**config.mk**
```make
export PLATFORM = sky130hd
export DESIGN_NAME = controlUnit
export DESIGN_NICKNAME = d
export VERILOG_FILES = /design/src/controlPkg.sv /design/src/controlUnit.sv /design/src/microsequencer.sv /design/src/microstore.sv
export SDC_FILE = /design/constraint.sdc
export NUM_CORES = 1
export LEC_CHECK = 0
export BUFFER_PORTS_ARGS = -buffer_cell sky130_fd_sc_hd__buf_2
export CAP_MARGIN = 20
export CORE_ASPECT_RATIO = 1.4
export CORE_MARGIN = 2
export CORE_UTILIZATION = 40
export CTS_CLUSTER_DIAMETER = 200
export CTS_CLUSTER_SIZE = 8
export DETAILED_ROUTE_END_ITERATION = 16
export PLACE_DENSITY = 0.68
export SETUP_SLACK_MARGIN = 0.15
export SYNTH_ARGS = -nofsm -noshare
export SYNTH_HDL_FRONTEND = slang
export SYNTH_SLANG_ARGS = --single-unit
```
**constraint.sdc**
```tcl
create_clock -name clk -period 2.7 [get_ports clk]
set_input_delay 0.405 -clock clk [delete_from_list [all_inputs] [get_ports clk]]
set_output_delay 0.405 -clock clk [all_outputs]
set_load 0.005 [all_outputs]
```
**src/controlPkg.sv**
```systemverilog
package controlPkg;

    // microstate number, states 0 to 12 are in use
    typedef logic [6:0] microState_t;
    typedef logic [3:0] opcode_t;
    typedef logic [3:0] aluOp_t;
    // which IR register field the datapath decodes, 0 selects none
    typedef logic [2:0] regSel_t;

    // registered ALU status from the datapath
    typedef struct packed {
        logic zero;
        logic negative;
        logic carry;
    } statusFlags_t;

    // how the sequencer picks the next microstate
    typedef enum logic [1:0] {
        seqNext,
        seqDispatch,
        seqBranch,
        seqFetch
    } seqOp_t;

    // branch conditions, memWait is true while memReady is low
    typedef enum logic [1:0] {
        condMemWait,
        condZero,
        condNegative,
        condCarry
    } condSel_t;

    // 33 datapath control bits, loadIr is the msb
    typedef struct packed {
        logic       loadIr;
        logic       pcIncrement;
        logic       memRead;
        logic       memWrite;
        aluOp_t     aluOp;
        logic       regWrite;
        regSel_t    regSelA;
        regSel_t    regSelB;
        regSel_t    regSelDest;
        logic       marLoad;
        logic       mdrLoad;
        logic       aLoad;
        logic       bLoad;
        logic       aluOutLoad;
        logic       flagsLoad;
        logic       pcLoad;
        // 0 takes the incrementer, 1 the pc plus offset adder
        logic       pcSrcSel;
        // 0 addresses memory from pc, 1 from MAR
        logic       memAddrSel;
        // 0 takes the A register, 1 the register file port directly
        logic       aluSrcA;
        // 0 B register, 1 immediate, 2 constant one, 3 register file port
        logic [1:0] aluSrcB;
        // 0 ALU result, 1 MDR, 2 immediate, 3 pc
        logic [1:0] regDataSel;
        logic       immEnable;
    } datapathControl_t;

    // full 44-bit microword, datapath half on top
    typedef struct packed {
        datapathControl_t ctrl;
        seqOp_t           seqOp;
        condSel_t         condSel;
        microState_t      jumpTarget;
    } microWord_t;

    localparam microState_t fetchState  = 7'd0;
    localparam microState_t decodeState = 7'd1;
    localparam microState_t lastState   = 7'd12;

    localparam aluOp_t aluAdd = 4'd0;
    localparam aluOp_t aluSub = 4'd1;

    // IR register fields
    localparam regSel_t fieldRs = 3'd1;
    localparam regSel_t fieldRt = 3'd2;
    localparam regSel_t fieldRd = 3'd3;

endpackage
```
**src/controlUnit.sv**
```systemverilog
`timescale 1ns/10ps

module controlUnit (
    input  logic                         clk,
    input  logic                         reset,
    // opcode field from the instruction bus
    input  controlPkg::opcode_t          opcode,
    input  controlPkg::statusFlags_t     flags,
    // memory ready, a level
    input  logic                         memReady,
    output controlPkg::datapathControl_t controls
);

    // current microstate and its microword
    controlPkg::microState_t state;
    controlPkg::microWord_t  word;

    // state register, opcode latch, next-state choice
    microsequencer seqUnit (
        .clk      (clk),
        .reset    (reset),
        .opcode   (opcode),
        .flags    (flags),
        .memReady (memReady),
        .word     (word),
        .state    (state)
    );

    // combinational lookup, word follows state in the same cycle
    microstore storeUnit (
        .state (state),
        .word  (word)
    );

    // only the datapath half leaves the unit
    assign controls = word.ctrl;

endmodule

```
**src/microsequencer.sv**
```systemverilog
`timescale 1ns/10ps

module microsequencer (
    input  logic                     clk,
    input  logic                     reset,
    input  controlPkg::opcode_t      opcode,
    input  controlPkg::statusFlags_t flags,
    input  logic                     memReady,
    input  controlPkg::microWord_t   word,
    output controlPkg::microState_t  state
);

    // start microstate per opcode, undefined opcodes go back to fetch
    localparam controlPkg::microState_t dispatchTable [16] = '{
        // 0 add
        7'd2,
        // 1 sub
        7'd3,
        // 2 load
        7'd4,
        // 3 store
        7'd6,
        // 4 nop
        7'd7,
        // 5 branch if not negative
        7'd8,
        // 6 branch if no carry and not zero
        7'd10,
        // 7 branch if not zero
        7'd11,
        // 8 jump
        7'd12,
        controlPkg::fetchState,
        controlPkg::fetchState,
        controlPkg::fetchState,
        controlPkg::fetchState,
        controlPkg::fetchState,
        controlPkg::fetchState,
        controlPkg::fetchState
    };

    // opcode of the instruction in flight
    controlPkg::opcode_t     latchedOpcode;
    controlPkg::microState_t dispatchState;
    controlPkg::microState_t incState;
    controlPkg::microState_t nextState;
    logic                    condMet;

    always_ff @(posedge clk) begin
        if (reset) begin
            state         <= controlPkg::fetchState;
            latchedOpcode <= '0;
        end else begin
            state <= nextState;
            // IR load and opcode capture happen on the same edge
            if (word.ctrl.loadIr) begin
                latchedOpcode <= opcode;
            end
        end
    end

    assign dispatchState = dispatchTable[latchedOpcode];
    assign incState      = controlPkg::microState_t'(state + 7'd1);

    // selected branch condition
    always_comb begin
        condMet = 1'b0;
        case (word.condSel)
            controlPkg::condMemWait: begin
                condMet = !memReady;
            end
            controlPkg::condZero: begin
                condMet = flags.zero;
            end
            controlPkg::condNegative: begin
                condMet = flags.negative;
            end
            controlPkg::condCarry: begin
                condMet = flags.carry;
            end
            default: begin
                condMet = 1'b0;
            end
        endcase
    end

    // next microstate
    always_comb begin
        nextState = controlPkg::fetchState;
        case (word.seqOp)
            controlPkg::seqNext: begin
                nextState = incState;
            end
            controlPkg::seqDispatch: begin
                nextState = dispatchState;
            end
            controlPkg::seqBranch: begin
                // not taken falls through to the following step
                nextState = condMet ? word.jumpTarget : incState;
            end
            controlPkg::seqFetch: begin
                nextState = controlPkg::fetchState;
            end
            default: begin
                nextState = controlPkg::fetchState;
            end
        endcase
    end

endmodule

```
**src/microstore.sv**
```systemverilog
`timescale 1ns/10ps

module microstore (
    input  controlPkg::microState_t state,
    output controlPkg::microWord_t  word
);

    // the two halves of the word, built separately
    controlPkg::datapathControl_t ctrl;
    controlPkg::seqOp_t           seqOp;
    controlPkg::condSel_t         condSel;
    controlPkg::microState_t      jumpTarget;

    always_comb begin
        // everything idle, back to fetch, each entry raises only what it needs
        ctrl       = '0;
        seqOp      = controlPkg::seqFetch;
        condSel    = controlPkg::condMemWait;
        jumpTarget = controlPkg::fetchState;
        case (state)
            controlPkg::decodeState: begin
                // read rs and rt, effective address rs + imm straight into MAR
                ctrl.aLoad      = 1'b1;
                ctrl.bLoad      = 1'b1;
                ctrl.regSelA    = controlPkg::fieldRs;
                ctrl.regSelB    = controlPkg::fieldRt;
                ctrl.aluSrcA    = 1'b1;
                ctrl.aluSrcB    = 2'd1;
                ctrl.immEnable  = 1'b1;
                ctrl.aluOp      = controlPkg::aluAdd;
                ctrl.marLoad    = 1'b1;
                seqOp           = controlPkg::seqDispatch;
            end
            7'd2, 7'd3: begin
                // add and sub, A op B written to rd
                ctrl.aluOp      = (state == 7'd2) ? controlPkg::aluAdd : controlPkg::aluSub;
                ctrl.aluOutLoad = 1'b1;
                ctrl.flagsLoad  = 1'b1;
                ctrl.regWrite   = 1'b1;
                ctrl.regSelDest = controlPkg::fieldRd;
            end
            7'd4: begin
                // load read at MAR, hold until ready
                ctrl.memRead    = 1'b1;
                ctrl.memAddrSel = 1'b1;
                ctrl.mdrLoad    = 1'b1;
                seqOp           = controlPkg::seqBranch;
                jumpTarget      = 7'd4;
            end
            7'd5: begin
                // load write back, MDR into rt
                ctrl.regWrite   = 1'b1;
                ctrl.regSelDest = controlPkg::fieldRt;
                ctrl.regDataSel = 2'd1;
            end
            7'd6: begin
                // store B at MAR
                ctrl.memWrite   = 1'b1;
                ctrl.memAddrSel = 1'b1;
                seqOp           = controlPkg::seqBranch;
                jumpTarget      = 7'd6;
            end
            // 7 is the empty step, store completion and nop
            7'd7: ;
            7'd8, 7'd10, 7'd11: begin
                // branch tests skip to fetch when the flag is set
                ctrl.immEnable  = 1'b1;
                seqOp           = controlPkg::seqBranch;
                condSel         = (state == 7'd8)  ? controlPkg::condNegative :
                                  (state == 7'd10) ? controlPkg::condCarry :
                                                     controlPkg::condZero;
            end
            7'd9, 7'd12: begin
                // branch taken, pc gets pc + offset
                ctrl.immEnable  = 1'b1;
                ctrl.pcLoad     = 1'b1;
                ctrl.pcSrcSel   = 1'b1;
            end
            default: begin
                // fetch at state 0, and anything past the table lands here too
                ctrl.loadIr      = 1'b1;
                ctrl.pcIncrement = 1'b1;
                ctrl.memRead     = 1'b1;
                seqOp            = controlPkg::seqBranch;
            end
        endcase
    end

    assign word = '{ctrl: ctrl, seqOp: seqOp, condSel: condSel, jumpTarget: jumpTarget};

endmodule

```
* Word-level counts from Yosys, hierarchy flattened
Memory sizes are Yosys's and may differ from the RTL's.
Cells that the tools add are included.
** Cells by class
- Muxes and demuxes :: 27
- Reductions and logical operators :: 12
- Order comparisons :: 1
- Bitwise logic cells :: 1
- Eq/ne operators :: 18
- Add/sub/neg operators :: 1
** Operator list (count)
- $eq A7 B4 Y1 const B :: 5
- $eq A7 B3 Y1 const B :: 4
- $pmux W7 S4 :: 1
- $mux W7 :: 3
- $eq A7 B2 Y1 const B :: 2
- $mux W2 :: 7
- $reduce_or A12 Y1 :: 1
- $reduce_or A6 Y1 :: 2
- $reduce_or A11 Y1 :: 1
- $mux W1 :: 9
- $eq A2 B2 Y1 const B :: 4
- $mux W4 :: 2
- $pmux W2 S2 :: 2
- $add A7 B1 Y7 const B :: 1
- $eq A7 B1 Y1 const B :: 1
- $pmux W3 S2 :: 1
- $reduce_or A2 Y1 :: 3
- $reduce_or A3 Y1 :: 2
- $ge A5 B5 Y1 const B :: 1
- $not A4 Y5 :: 1
- $eq A2 B1 Y1 const B :: 2
- $logic_not A2 Y1 :: 2
- $pmux W1 S4 :: 1
- $mux W3 :: 1
- $logic_not A1 Y1 :: 1
** Storage, ports and cells
- Memories :: 1
- Register bits :: 11
- Output and inout bits :: 33
- Input bits :: 10
- Logic and storage cells :: 63
- ROM bits :: 112
** Memory list
- (no name shown) :: words 16, bits a word 7, rd ports 1, clocked after memory_dff 0, wr ports 0, RTL line microsequencer.sv:62 : assign dispatchState = dispatchTable[latchedOpcode];

* Logic depth before layout (Yosys ltp)
Gate-level depths: netlist of the first run.
- Depth after elaboration :: 8
- Mapped depth :: 8
- Mapped depth without buffers :: 7

* Hierarchy
From an unflattened synthesis of the first run, not the netlist that was laid out.
** Second synthesis, totals
- Cells, all modules :: 151
- Area, all modules :: 1223.7 µm²
** By module, submodules not included
- microsequencer :: cells an instance 82, area each 750.7 µm², sequential area each 220.2 µm², instances 1
- microstore :: cells an instance 69, area each 473.0 µm², sequential area each 0.0 µm², instances 1

* Worst setup path after synthesis of the first run
OpenSTA, ideal clock, no wires.
- Kind :: flip-flop to flip-flop
- From :: register seqUnit.state[0]
- To :: register seqUnit.state[4]
- Stages on the path, launching flop included :: 9
- Slack :: 767 ps
- Library setup time :: 64 ps
- Path buffers :: 1
- Required time :: 2636 ps
- Clock period less this slack :: 1933 ps
- Data arrival time :: 1869 ps
- Cell sequence :: dfxtp_1 > inv_1 > ha_1 > buf_6 > or3_4 > a21oi_2 > o21ai_2 > or3b_1 > nor2_1
** Between the ends
- Longest elaborated chain between the ends :: 8
- Elaborated cells between the ends (all ways) :: 28
- Classes of those cells :: 1 x add/sub; 16 x eq/ne; 7 x mux; 4 x reduce/logical
** RTL lines
- start: declaration :: RTL line microsequencer.sv:10 : output controlPkg::microState_t state
- start signal: assignment :: RTL line microsequencer.sv:51 : state <= controlPkg::fetchState;
- start signal: assignment :: RTL line microsequencer.sv:54 : state <= nextState;
- $eq A7 B4 Y1 :: RTL line microstore.sv:20, microstore.sv:70
- $mux W2 :: RTL line microstore.sv:70 : (state == 7'd10) ? controlPkg::condCarry :
- $mux W2 :: RTL line microstore.sv:69 : condSel = (state == 7'd8) ? controlPkg::condNegative :
- $mux W2 :: RTL line microstore.sv:20 : case (state)
- $eq A2 B2 Y1 (tied with other cells) :: RTL line microsequencer.sv:68 : case (word.condSel)
- $pmux W1 S4 :: RTL line microsequencer.sv:68
- $mux W7 :: RTL line microsequencer.sv:99 : nextState = condMet ? word.jumpTarget : incState;
- $pmux W7 S4 (*) :: RTL line microsequencer.sv:90 : case (word.seqOp)
Mark *: on every way between the ends. The rest lies on a longest branch, timed or not.
A chain may end at the register's enable or synchronous reset.

==> results of run 1 <==
## metrics by stage
step | area [um^2] | util [%]
after detailed placement | 1170 | 44.4
after global routing | 1200 | 45.4
after global placement | 1170 | 44.4
after floorplan | 1140 | -
final | 1200 | 45.4
after CTS | 1200 | 45.4
## state kept, by name (all words and copies together) (netlist names)
| name | flops |
|---|---|
| seqUnit.latchedOpcode | 4 |
| seqUnit.state | 7 |
## worst min path at each step
stage / startpoint / endpoint / slack [ps] / depth (start not counted)
after floorplan: reset / seqUnit.latchedOpcode[0] / 480 / 1
after global placement: seqUnit.latchedOpcode[1] / seqUnit.latchedOpcode[1] / 550 / 2
after detailed placement: seqUnit.latchedOpcode[3] / seqUnit.latchedOpcode[3] / 560 / 2
after CTS: reset / seqUnit.latchedOpcode[0] / 370 / 2
after global routing: reset / seqUnit.latchedOpcode[0] / 370 / 2
final: opcode[0] / seqUnit.latchedOpcode[0] / 370 / 3
## power by group through the flow
stage               clock [mW]  combinational, mW  sequential, mW
finish                   0.108              0.930           0.296
global route             0.122               1.05           0.308
CTS                      0.113              0.939           0.296
detailed placement           0              0.936           0.300
global placement             0              0.910           0.297
floorplan                    0              0.808           0.253
## routing by layer
layer / GRT usage, % / routed length [um] / part of all wire, % / vias to the layer above
met2: 29.2 / 1140 / 51 / 34
li1: - / - / - / 501
met1: 15.6 / 933 / 42 / 440
met5: 0 / 0 / 0 / -
met4: 9.64 / 61 / 2.7 / 0
met3: 2.26 / 109 / 4.9 / 6
## final cells by class
| cell class | count | share of cell area (%) |
|---|---|---|
| Multi-Input combinational cell | 107 | 59.9 |
| Timing Repair Buffer | 32 | 13.3 |
| Inverter | 8 | 2.50 |
| Tap cell | 36 | 3.75 |
| Sequential cell | 11 | 18.4 |
| Clock buffer | 4 | 2.19 |
## cells in the mapped netlist, drive strengths merged (4+ instances only)
| cell type | n |
|---|---|
| and3 | 4 |
| o21ai | 6 |
| inv | 8 |
| nor3 | 5 |
| buf | 23 |
| nand2 | 11 |
| a21oi | 5 |
| xor2 | 4 |
| mux2i | 5 |
| dfxtp | 11 |
| ha | 9 |
| nor2 | 21 |
## logic make-up (layout without fill, tap and decap cells)
| family | after synthesis | in the layout | synth area share [%] |
|---|---|---|---|
| and+or+nand+nor | 54 | 54 | 25.4 |
| buffers and inverters | 32 | 44 | 18.3 |
| AOI/OAI and AO/OA | 24 | 24 | 17.4 |
| DFF | 11 | 11 | 19.9 |
| adders and majority gates | 9 | 9 | 10.2 |
| xor gates and xnor gates | 5 | 5 | 3.95 |
| muxes | 5 | 5 | 4.52 |
| other | 1 | 10 | 0.339 |
## worst max-delay path, delay by kind of cell (launching register included)
family | cells | cell delay, ps
AOI/OAI and AO/OA | 2 | 630
DFF | 1 | 360
buffers and inverters | 3 | 320
adders and majority gates | 1 | 320
==> impl_results.md, run 1 <==
* Yosys top cell area share at 19.9%
* Reg-to-reg endpoint: seqUnit.state[4]
* Initial Util at 41.9%
* Fin cells at 198
* Mean Syn Cell Area at 7.85 um^2
* Number of global-route vias before repair at 933
* Final Max Slew Viols at 0
* CTS resizes at 0
* Critical Path Start: seqUnit.state[0]
* Status: finished clean
* Combinational cell fraction of total power at 69.7%
* R2r setup slk at 590 ps
* Required time worst endpoint at 2300 ps
* DR WL/cell at 11.3 um
* Reg2Reg Depth at 7
* CTS tree: done
* CTS Buf Count at 3
* Reg power frac at 22.2%
* Hold Buf Count CTS at 0
* Die ar. at 3210 um^2
* Post-Synthesis Cells at 141
* Multi-input combinational cell area at 718 um^2
* Worst setup path category: register to output pin
* Ports at 43
* Fin. Hold Viols at 0
* Synth area leaders: dfxtp_1, buf_4, ha_1
* Worst R2R Start: seqUnit.state[0]
* Cell variety after synth at 40
* WP data arrival at 1900 ps
* EDFF count, synth at 0
* Post-CTS setup buffers at 0
* Total design power at 1.34 mW
* DRT antenna net count at 0
* Port buffer count at 32
* Crit path max fanout at 8
* RSZ-0062 raised after global routing: no
* Slew headroom at 56.0%
* Critical path endpoint category: output pin
* 1st-iter DRT viols at 9
* Seq cells post-synth at 11
* Slowest CP cell: a221oi_4
* Hold WS at 372 ps
* Nets at 182
* Largest net degree at the start of global routing at 16
* Pint at 0.699 mW
* VDD IR-drop max at 0.000602 V
* Most frequent cells in the layout: buf_2, nor2_1, nand2_1, dfxtp_1, conb_1
* Clock Sinks at 11
* Congestion Overflow GR at 0
* Peak per-stage delay on the critical path at 460 ps
* Die Height at 66.3 um
* Setup TNS Final at 0 ps
* Register Area at 220 um^2
* Synth async-reset ratio at 0%
* Latest clock arrival within the worst-skew pair at 260 ps
* Max-cap violations at 0
* GPL Wtd Cong at 0.818
* DR vias at 981
* Total Wirelength at 2240 um
* H-tree depth at 1
* Clock Skew at 4.59 ps
* First-pass GRT wire length at 3880 um
* Root Buffer: clkbuf_4
* Final Cycle Share at 85.2%
* Clock buffer depth at 2
* Sw power at 0.636 mW
* Most common cell after layout, fill and taps aside: buf_2
* Initial antenna violation count at 0
* Most frequent CP cell: inv_1
* Hold crit path type: input port to register
* Startpoint Class: register
* FILL cells at 279
* Mapped cell area at 1110 um^2
* Die Width at 48.5 um
* Clock power frac at 8.1%
* Worst-margin pin slew at 654 ps
* Detailed Routing Iterations Pass 1 at 4
* Worst-path cell chain: inv_1 > ha_1 > o21ai_1 > a221oi_4 > inv_1 > buf_2
* Detail Placement HPWL at 1860 um
* Num rows at 22
* # DRC at 0
* Sw Share at 47.6%
* Dominant cell type by area after synthesis: dfxtp_1
* Core box area at 2640 um^2
* Tmin final at 2300 ps
* Synth Flop Type: dfxtp_1
* Setup WS pre-CTS at 600 ps
* Static leakage at 0.578 nW
* Sequential fraction of the synthesis area at 19.9%
* CP Capture Point: controls[32]
* ANT cells at 0
* Final setup viols at 0
* Power Dens Cells at 1110 nW/um^2
* Vias per cell at 4.95
* Final worst slack at 399 ps
* Total GRT Usage at 15.3%
* Warnings, synthesis at 0
* Fmax at 435 MHz
* Clk pin slew, worst setup/hold paths at 70 ps
* Ratio of cells with drive above 1 in the final layout at 26.5%
* Area growth, synth to finish at 8.36%
* Dpl cells at 194
No activity file was read; power rests on OpenSTA's default activity.
==> inputs of run 2 (changes only) <==
REMOVE_ABC_BUFFERS = 1   (was unset)
clock period = 2.65 ns   (was 2.7 ns; I/O delays follow)
==> run 2 against run 1 <==
- clock-buffer cell count is the same
- critical endpoint unchanged
- power increased by 2.3%
- final cell count did not move
- critical path type unchanged
- non-clock buffer count did not move
- largest cell class unchanged
- register-to-register slack worse by 40 ps
- global-route usage up 0.29 points
- hold slack worse by 2.4 ps
- final area stayed put
==> impl_results.md, run 2 (synthesis results as in run 1) <==
* Congestion Overflow GR at 0 (unchanged)
* CTS resizes at 0 (unchanged)
* Detailed Routing Iterations Pass 1 at 5 (was 4)
* Detail Placement HPWL at 1870 um (was 1860 um)
* Max reg flops at 7 (unchanged)
* Final Cycle Share at 86.7%
* Number of global-route vias before repair at 950 (was 933)
* Worst-margin pin slew at 645 ps (was 654 ps)
* Required time worst endpoint at 2250 ps (was 2300 ps)
* Clock buffer depth at 2 (unchanged)
* Fmax at 435 MHz
* Worst path bufs/invs at 2 (was 3)
* Reg2Reg Depth at 7 (unchanged)
* H-tree depth at 1 (unchanged)
* Clk pin slew, worst setup/hold paths at 60 ps (was 70 ps)
* # DRC at 0 (unchanged)
* Fin. Hold Viols at 0 (unchanged)
* Die ar. at 3210 um^2 (unchanged)
* Critical path endpoint category: output pin (unchanged)
* Ports at 43 (unchanged)
* Peak per-stage delay on the critical path at 450 ps (was 460 ps)
* Combinational cell fraction of total power at 70.0% (was 69.7%)
* Initial Util at 41.9% (unchanged)
* First-pass GRT wire length at 3950 um (was 3880 um)
* Largest Register: seqUnit.state (unchanged)
* Vias per cell at 5.02 (was 4.95)
* DRT antenna net count at 0 (unchanged)
* Initial antenna violation count at 0 (unchanged)
* Dpl cells at 194 (unchanged)
* Reg power frac at 22.1% (was 22.2%)
* R2r setup slk at 550 ps (was 590 ps)
* Fin cells at 198 (unchanged)
* WP data arrival at 1900 ps (about the same)
* CTS tree: done (unchanged)
* Slowest CP cell: a221oi_4 (unchanged)
* ANT cells at 0 (unchanged)
* Status: finished clean (unchanged)
* Hold depth at 2 (was 3)
* Hold WS at 369 ps (was 372 ps)
* Worst setup path category: register to output pin (unchanged)
* Reg-to-reg endpoint: seqUnit.state[5] (was seqUnit.state[4])
* Area growth, synth to finish at 8.36% (unchanged)
* Slew headroom at 56.6% (was 56.0%)
* 1st-iter DRT viols at 29 (was 9)
* Startpoint Class: register (unchanged)
* Largest net degree at the start of global routing at 16 (unchanged)
* Worst R2R Start: seqUnit.state[0] (unchanged)
* Root Buffer: clkbuf_4 (unchanged)
* GPL Wtd Cong at 0.761 (was 0.818)
* Die Width at 48.5 um (unchanged)
* Clock Sinks at 11 (unchanged)
* Max-cap violations at 0 (unchanged)
* CTS Buf Count at 3 (unchanged)
* Hold Buf Count CTS at 0 (unchanged)
* Clock Skew at 0.554 ps (was 4.59 ps)
* Power Dens Cells at 1140 nW/um^2 (was 1110 nW/um^2)
* RSZ-0062 raised after global routing: no (unchanged)
* Latest clock arrival within the worst-skew pair at 260 ps (about the same)
* Worst-path cell chain: ha_1 > nor3_1 > a221oi_4 > inv_1 > buf_2 (was inv_1 > ha_1 > o21ai_1 > a221oi_4 > inv_1 > buf_2)
* DR vias at 994 (was 981)
* Post-CTS setup buffers at 0 (unchanged)
* Most common cell after layout, fill and taps aside: buf_2 (unchanged)
* Clock power frac at 7.9% (was 8.1%)
* Pint at 0.714 mW (was 0.699 mW)
* Total GRT Usage at 15.6% (was 15.3%)
* Port buffer count at 32 (unchanged)
* Sw Share at 47.7% (was 47.6%)
* Core box area at 2640 um^2 (unchanged)
* Total Wirelength at 2300 um (was 2240 um)
* Tmin final at 2300 ps
* Final setup viols at 0 (unchanged)
* Worst path top cell family by delay: compound AO/OA/AOI/OAI gates (unchanged)
* Ratio of cells with drive above 1 in the final layout at 26.5% (unchanged)
* Placed cell area at 1170 um^2 (unchanged)
* HP Start: reset (was opcode[0])
* Final Max Slew Viols at 0 (unchanged)
* Crit path max fanout at 10 (was 8)
* Hold crit path type: input port to register (unchanged)
* Die Height at 66.3 um (unchanged)
* Biggest regs: seqUnit.state (7), seqUnit.latchedOpcode (4) (unchanged)
* Static leakage at 0.578 nW (unchanged)
* VDD IR-drop max at 0.000621 V (was 0.000602 V)
* Setup TNS Final at 0 ps (unchanged)
* Final Cell Area at 1200 um^2 (unchanged)
* Worst hold endpoint: seqUnit.latchedOpcode[3] (was seqUnit.latchedOpcode[0])
* DR WL/cell at 11.6 um (was 11.3 um)
* Sw power at 0.652 mW (was 0.636 mW)
* Nets at 182 (unchanged)
* Num rows at 22 (unchanged)
* Most frequent cells in the layout: buf_2, nor2_1, nand2_1, dfxtp_1, conb_1 (unchanged)
## run 2: layout make-up
| type | instances | area, um^2 |
|---|---|---|
| clock buffers | 4 | 26.3 |
| repair buffers | 32 | 160 |
| inverters | 8 | 30.0 |
| multi-input cells | 107 | 718 |
| well taps | 36 | 45.0 |
| flip-flops and latches | 11 | 220 |
| fillers | 285 | 1440 |
## run 2: metal layers
layer,GRT usage [%],vias up,wire [um]
li1,-,500,-
met2,28.6,40,1250
met1,16.0,452,910
met4,10.4,0,14
met3,3.17,2,126
met5,0,-,0
## run 2: power groups by stage
| stage | registers (mW) | logic (mW) | clock network [mW] |
|---|---|---|---|
| after global routing | 0.316 | 1.07 | 0.126 |
| after CTS | 0.301 | 0.962 | 0.115 |
| after floorplan | 0.282 | 0.665 | 0 |
| final | 0.302 | 0.955 | 0.108 |
| after global placement | 0.300 | 0.929 | 0 |
| after detailed placement | 0.305 | 0.959 | 0 |
## run 2: through the flow
step           total power, mW  worst slack, ps  utilization (%)
2_1_floorplan            0.947              739                -
3_3_place_gp              1.23              653             44.4
3_5_place_dp              1.26              556             44.4
4_1_cts                   1.38              334             45.4
5_1_grt                   1.52              222             45.4
6_report                  1.37              353             45.4
## run 2: worst max-delay path by stage
stage | start | end | slack, ps | cells after the start
5_1_grt | seqUnit.state[0] | controls[32] | 220 | 6
2_1_floorplan | seqUnit.state[0] | seqUnit.state[4] | 740 | 7
3_3_place_gp | seqUnit.state[0] | seqUnit.state[5] | 650 | 7
6_report | seqUnit.state[0] | controls[32] | 350 | 5
3_5_place_dp | seqUnit.state[0] | seqUnit.state[6] | 560 | 7
4_1_cts | seqUnit.state[0] | controls[31] | 330 | 6
## run 2: worst register-to-register path, stage by stage, from the launching register on
cell and delay [ps]:
dfxtp_1 410, inv_1 100, ha_1 310, or3_4 440, a21oi_2 160, o21ai_2 100
or3b_1 400, nor2_1 120
==> inputs of run 3 (changes only) <==
clock period = 2.27 ns   (was 2.65 ns; I/O delays follow)
==> run 3 against run 2 <==
- worst setup slack worse by 120 ps
- power is 28% higher
- sequential cell count stayed put
- hold slack worse by 76 ps
- global-route usage is 0.38 points lower
- critical path type unchanged
- die area stayed put
- clock-buffer cell count stayed put
==> impl_results.md, run 3 (synthesis results as in run 1) <==
* Status: finished clean (unchanged)
* Fin. Hold Viols at 0 (unchanged)
* Fin cells at 202 (was 198)
* Final Cycle Share at 89.6%
* Initial Util at 41.9% (unchanged)
* Most common cell after layout, fill and taps aside: buf_2 (unchanged)
* DR vias at 991 (was 994)
* Dpl cells at 197 (was 194)
* CTS Buf Count at 3 (unchanged)
* Area growth, synth to finish at 15.4% (was 8.36%)
* Ratio of cells with drive above 1 in the final layout at 32.5% (was 26.5%)
* Root Buffer: clkbuf_4 (unchanged)
* Startpoint Class: register (unchanged)
* # DRC at 0 (unchanged)
* Setup TNS Final at 0 ps (unchanged)
* Post-layout util at 48.3% (was 45.4%)
* CTS tree: done (unchanged)
* FILL cells at 282 (was 285)
* Core box area at 2640 um^2 (unchanged)
* Final worst slack at 237 ps (was 353 ps)
* Num rows at 22 (unchanged)
* Critical path endpoint category: output pin (unchanged)
* WP data arrival at 1690 ps (was 1900 ps)
* Clock Skew at 0.483 ps (was 0.554 ps)
* Fmax at 492 MHz
* Die Width at 48.5 um (unchanged)
* First-pass GRT wire length at 3840 um (was 3950 um)
* Port buffer count at 32 (unchanged)
* VDD IR-drop max at 0.000742 V (was 0.000621 V)
* Largest Register: seqUnit.state (unchanged)
* Setup WS pre-CTS at 315 ps (was 556 ps)
* Power Dens Cells at 1370 nW/um^2 (was 1140 nW/um^2)
* Max-cap violations at 0 (unchanged)
* Ports at 43 (unchanged)
* Clock buffer depth at 2 (unchanged)
* Hold Buf Count CTS at 0 (unchanged)
* Initial antenna violation count at 0 (unchanged)
* Critical Path Start: seqUnit.state[0] (unchanged)
* Number of global-route vias before repair at 902 (was 950)
* DRT antenna net count at 0 (unchanged)
* Reg-to-reg endpoint: seqUnit.state[6] (was seqUnit.state[5])
* Congestion Overflow GR at 0 (unchanged)
* H-tree depth at 1 (unchanged)
* Vias per cell at 4.91 (was 5.02)
* ANT cells at 0 (unchanged)
* RSZ-0062 raised after global routing: yes (was no)
* Total design power at 1.75 mW (was 1.37 mW)
* Most frequent cells in the layout: buf_2, nor2_1, nand2_1 (was buf_2, nor2_1, nand2_1, dfxtp_1, conb_1)
* Required time worst endpoint at 1930 ps (was 2250 ps)
* Biggest regs: seqUnit.state (7), seqUnit.latchedOpcode (4) (unchanged)
* Detailed Routing Iterations Pass 1 at 4 (was 5)
* Worst R2R Start: seqUnit.state[0] (unchanged)
* Final Max Slew Viols at 0 (unchanged)
* Max reg flops at 7 (unchanged)
* Total GRT Usage at 15.2% (was 15.6%)
* Latest clock arrival within the worst-skew pair at 270 ps (was 260 ps)
* DR WL/cell at 11.9 um (was 11.6 um)
* Reg2Reg Depth at 8 (was 7)
* Detail Placement HPWL at 1870 um (about the same)
* Worst setup path category: register to output pin (unchanged)
* Static leakage at 0.605 nW (was 0.578 nW)
* Nets at 186 (was 182)
* Hold crit path type: input port to register (unchanged)
* 1st-iter DRT viols at 21 (was 29)
* Die ar. at 3210 um^2 (unchanged)
* R2r setup slk at 310 ps (was 550 ps)
* CP Capture Point: controls[31] (was controls[32])
* Tmin final at 2030 ps
* GPL Wtd Cong at 0.748 (was 0.761)
* Crit path max fanout at 8 (was 10)
* Die Height at 66.3 um (unchanged)
* Clk pin slew, worst setup/hold paths at 70 ps (was 60 ps)
* Largest net degree at the start of global routing at 16 (unchanged)
* Clock Sinks at 11 (unchanged)
* Total Wirelength at 2400 um (was 2300 um)
* Final setup viols at 0 (unchanged)
[run 3: report_power, final]
group / internal (mW) / switching (mW)
Clock: 0.0682 / 0.0682
Combinational: 0.618 / 0.648
Sequential: 0.253 / 0.0898
Total: 0.939 / 0.806
[run 3: cell type report]
| type | count | area [um^2] | share of cell area [%] |
|---|---|---|---|
| Timing Repair Buffer | 36 | 190 | 14.9 |
| Inverter | 8 | 30.0 | 2.35 |
| Multi-Input combinational cell | 107 | 762 | 59.6 |
| Clock buffer | 4 | 26.3 | 2.06 |
| Tap cell | 36 | 45.0 | 3.53 |
| Sequential cell | 11 | 224 | 17.5 |
[run 3: metrics by stage]
stage,hold WS (ps),instance area [um^2]
after global routing,299,1280
after detailed placement,563,1200
after global placement,552,1200
after CTS,288,1230
after floorplan,413,968
final,294,1280
[run 3: how the worst min path moves through the flow]
stage,start,to,slack (ps),cells past startpoint
floorplan,reset,seqUnit.latchedOpcode[0],410,1
global placement,seqUnit.latchedOpcode[0],seqUnit.latchedOpcode[0],550,2
detailed placement,seqUnit.latchedOpcode[3],seqUnit.latchedOpcode[3],560,2
CTS,opcode[3],seqUnit.latchedOpcode[3],290,3
global route,reset,seqUnit.latchedOpcode[3],300,2
finish,opcode[3],seqUnit.latchedOpcode[3],290,3
[run 3: what timing repair did]
action / in CTS / in global routing
setup endpoints to repair: 4 / 19
pin swaps: 0 / 1
resized for setup: 2 / 9
hold endpoints to repair: 0 / 0
buffers inserted: 0 / 1
[run 3: critical path, stage by stage, from the launching register on]
cell      delay, ps
dfxtp_4         360
inv_1           120
ha_1            180
buf_4           180
nor3_4           70
a221oi_4        300
inv_1            80
buf_2           130
[run 3: layer usage]
layer,track usage (%),share of wire (%)
met4,8.57,1.8
met3,1.81,3.8
met5,0,0
met2,30.0,54
met1,15.3,40
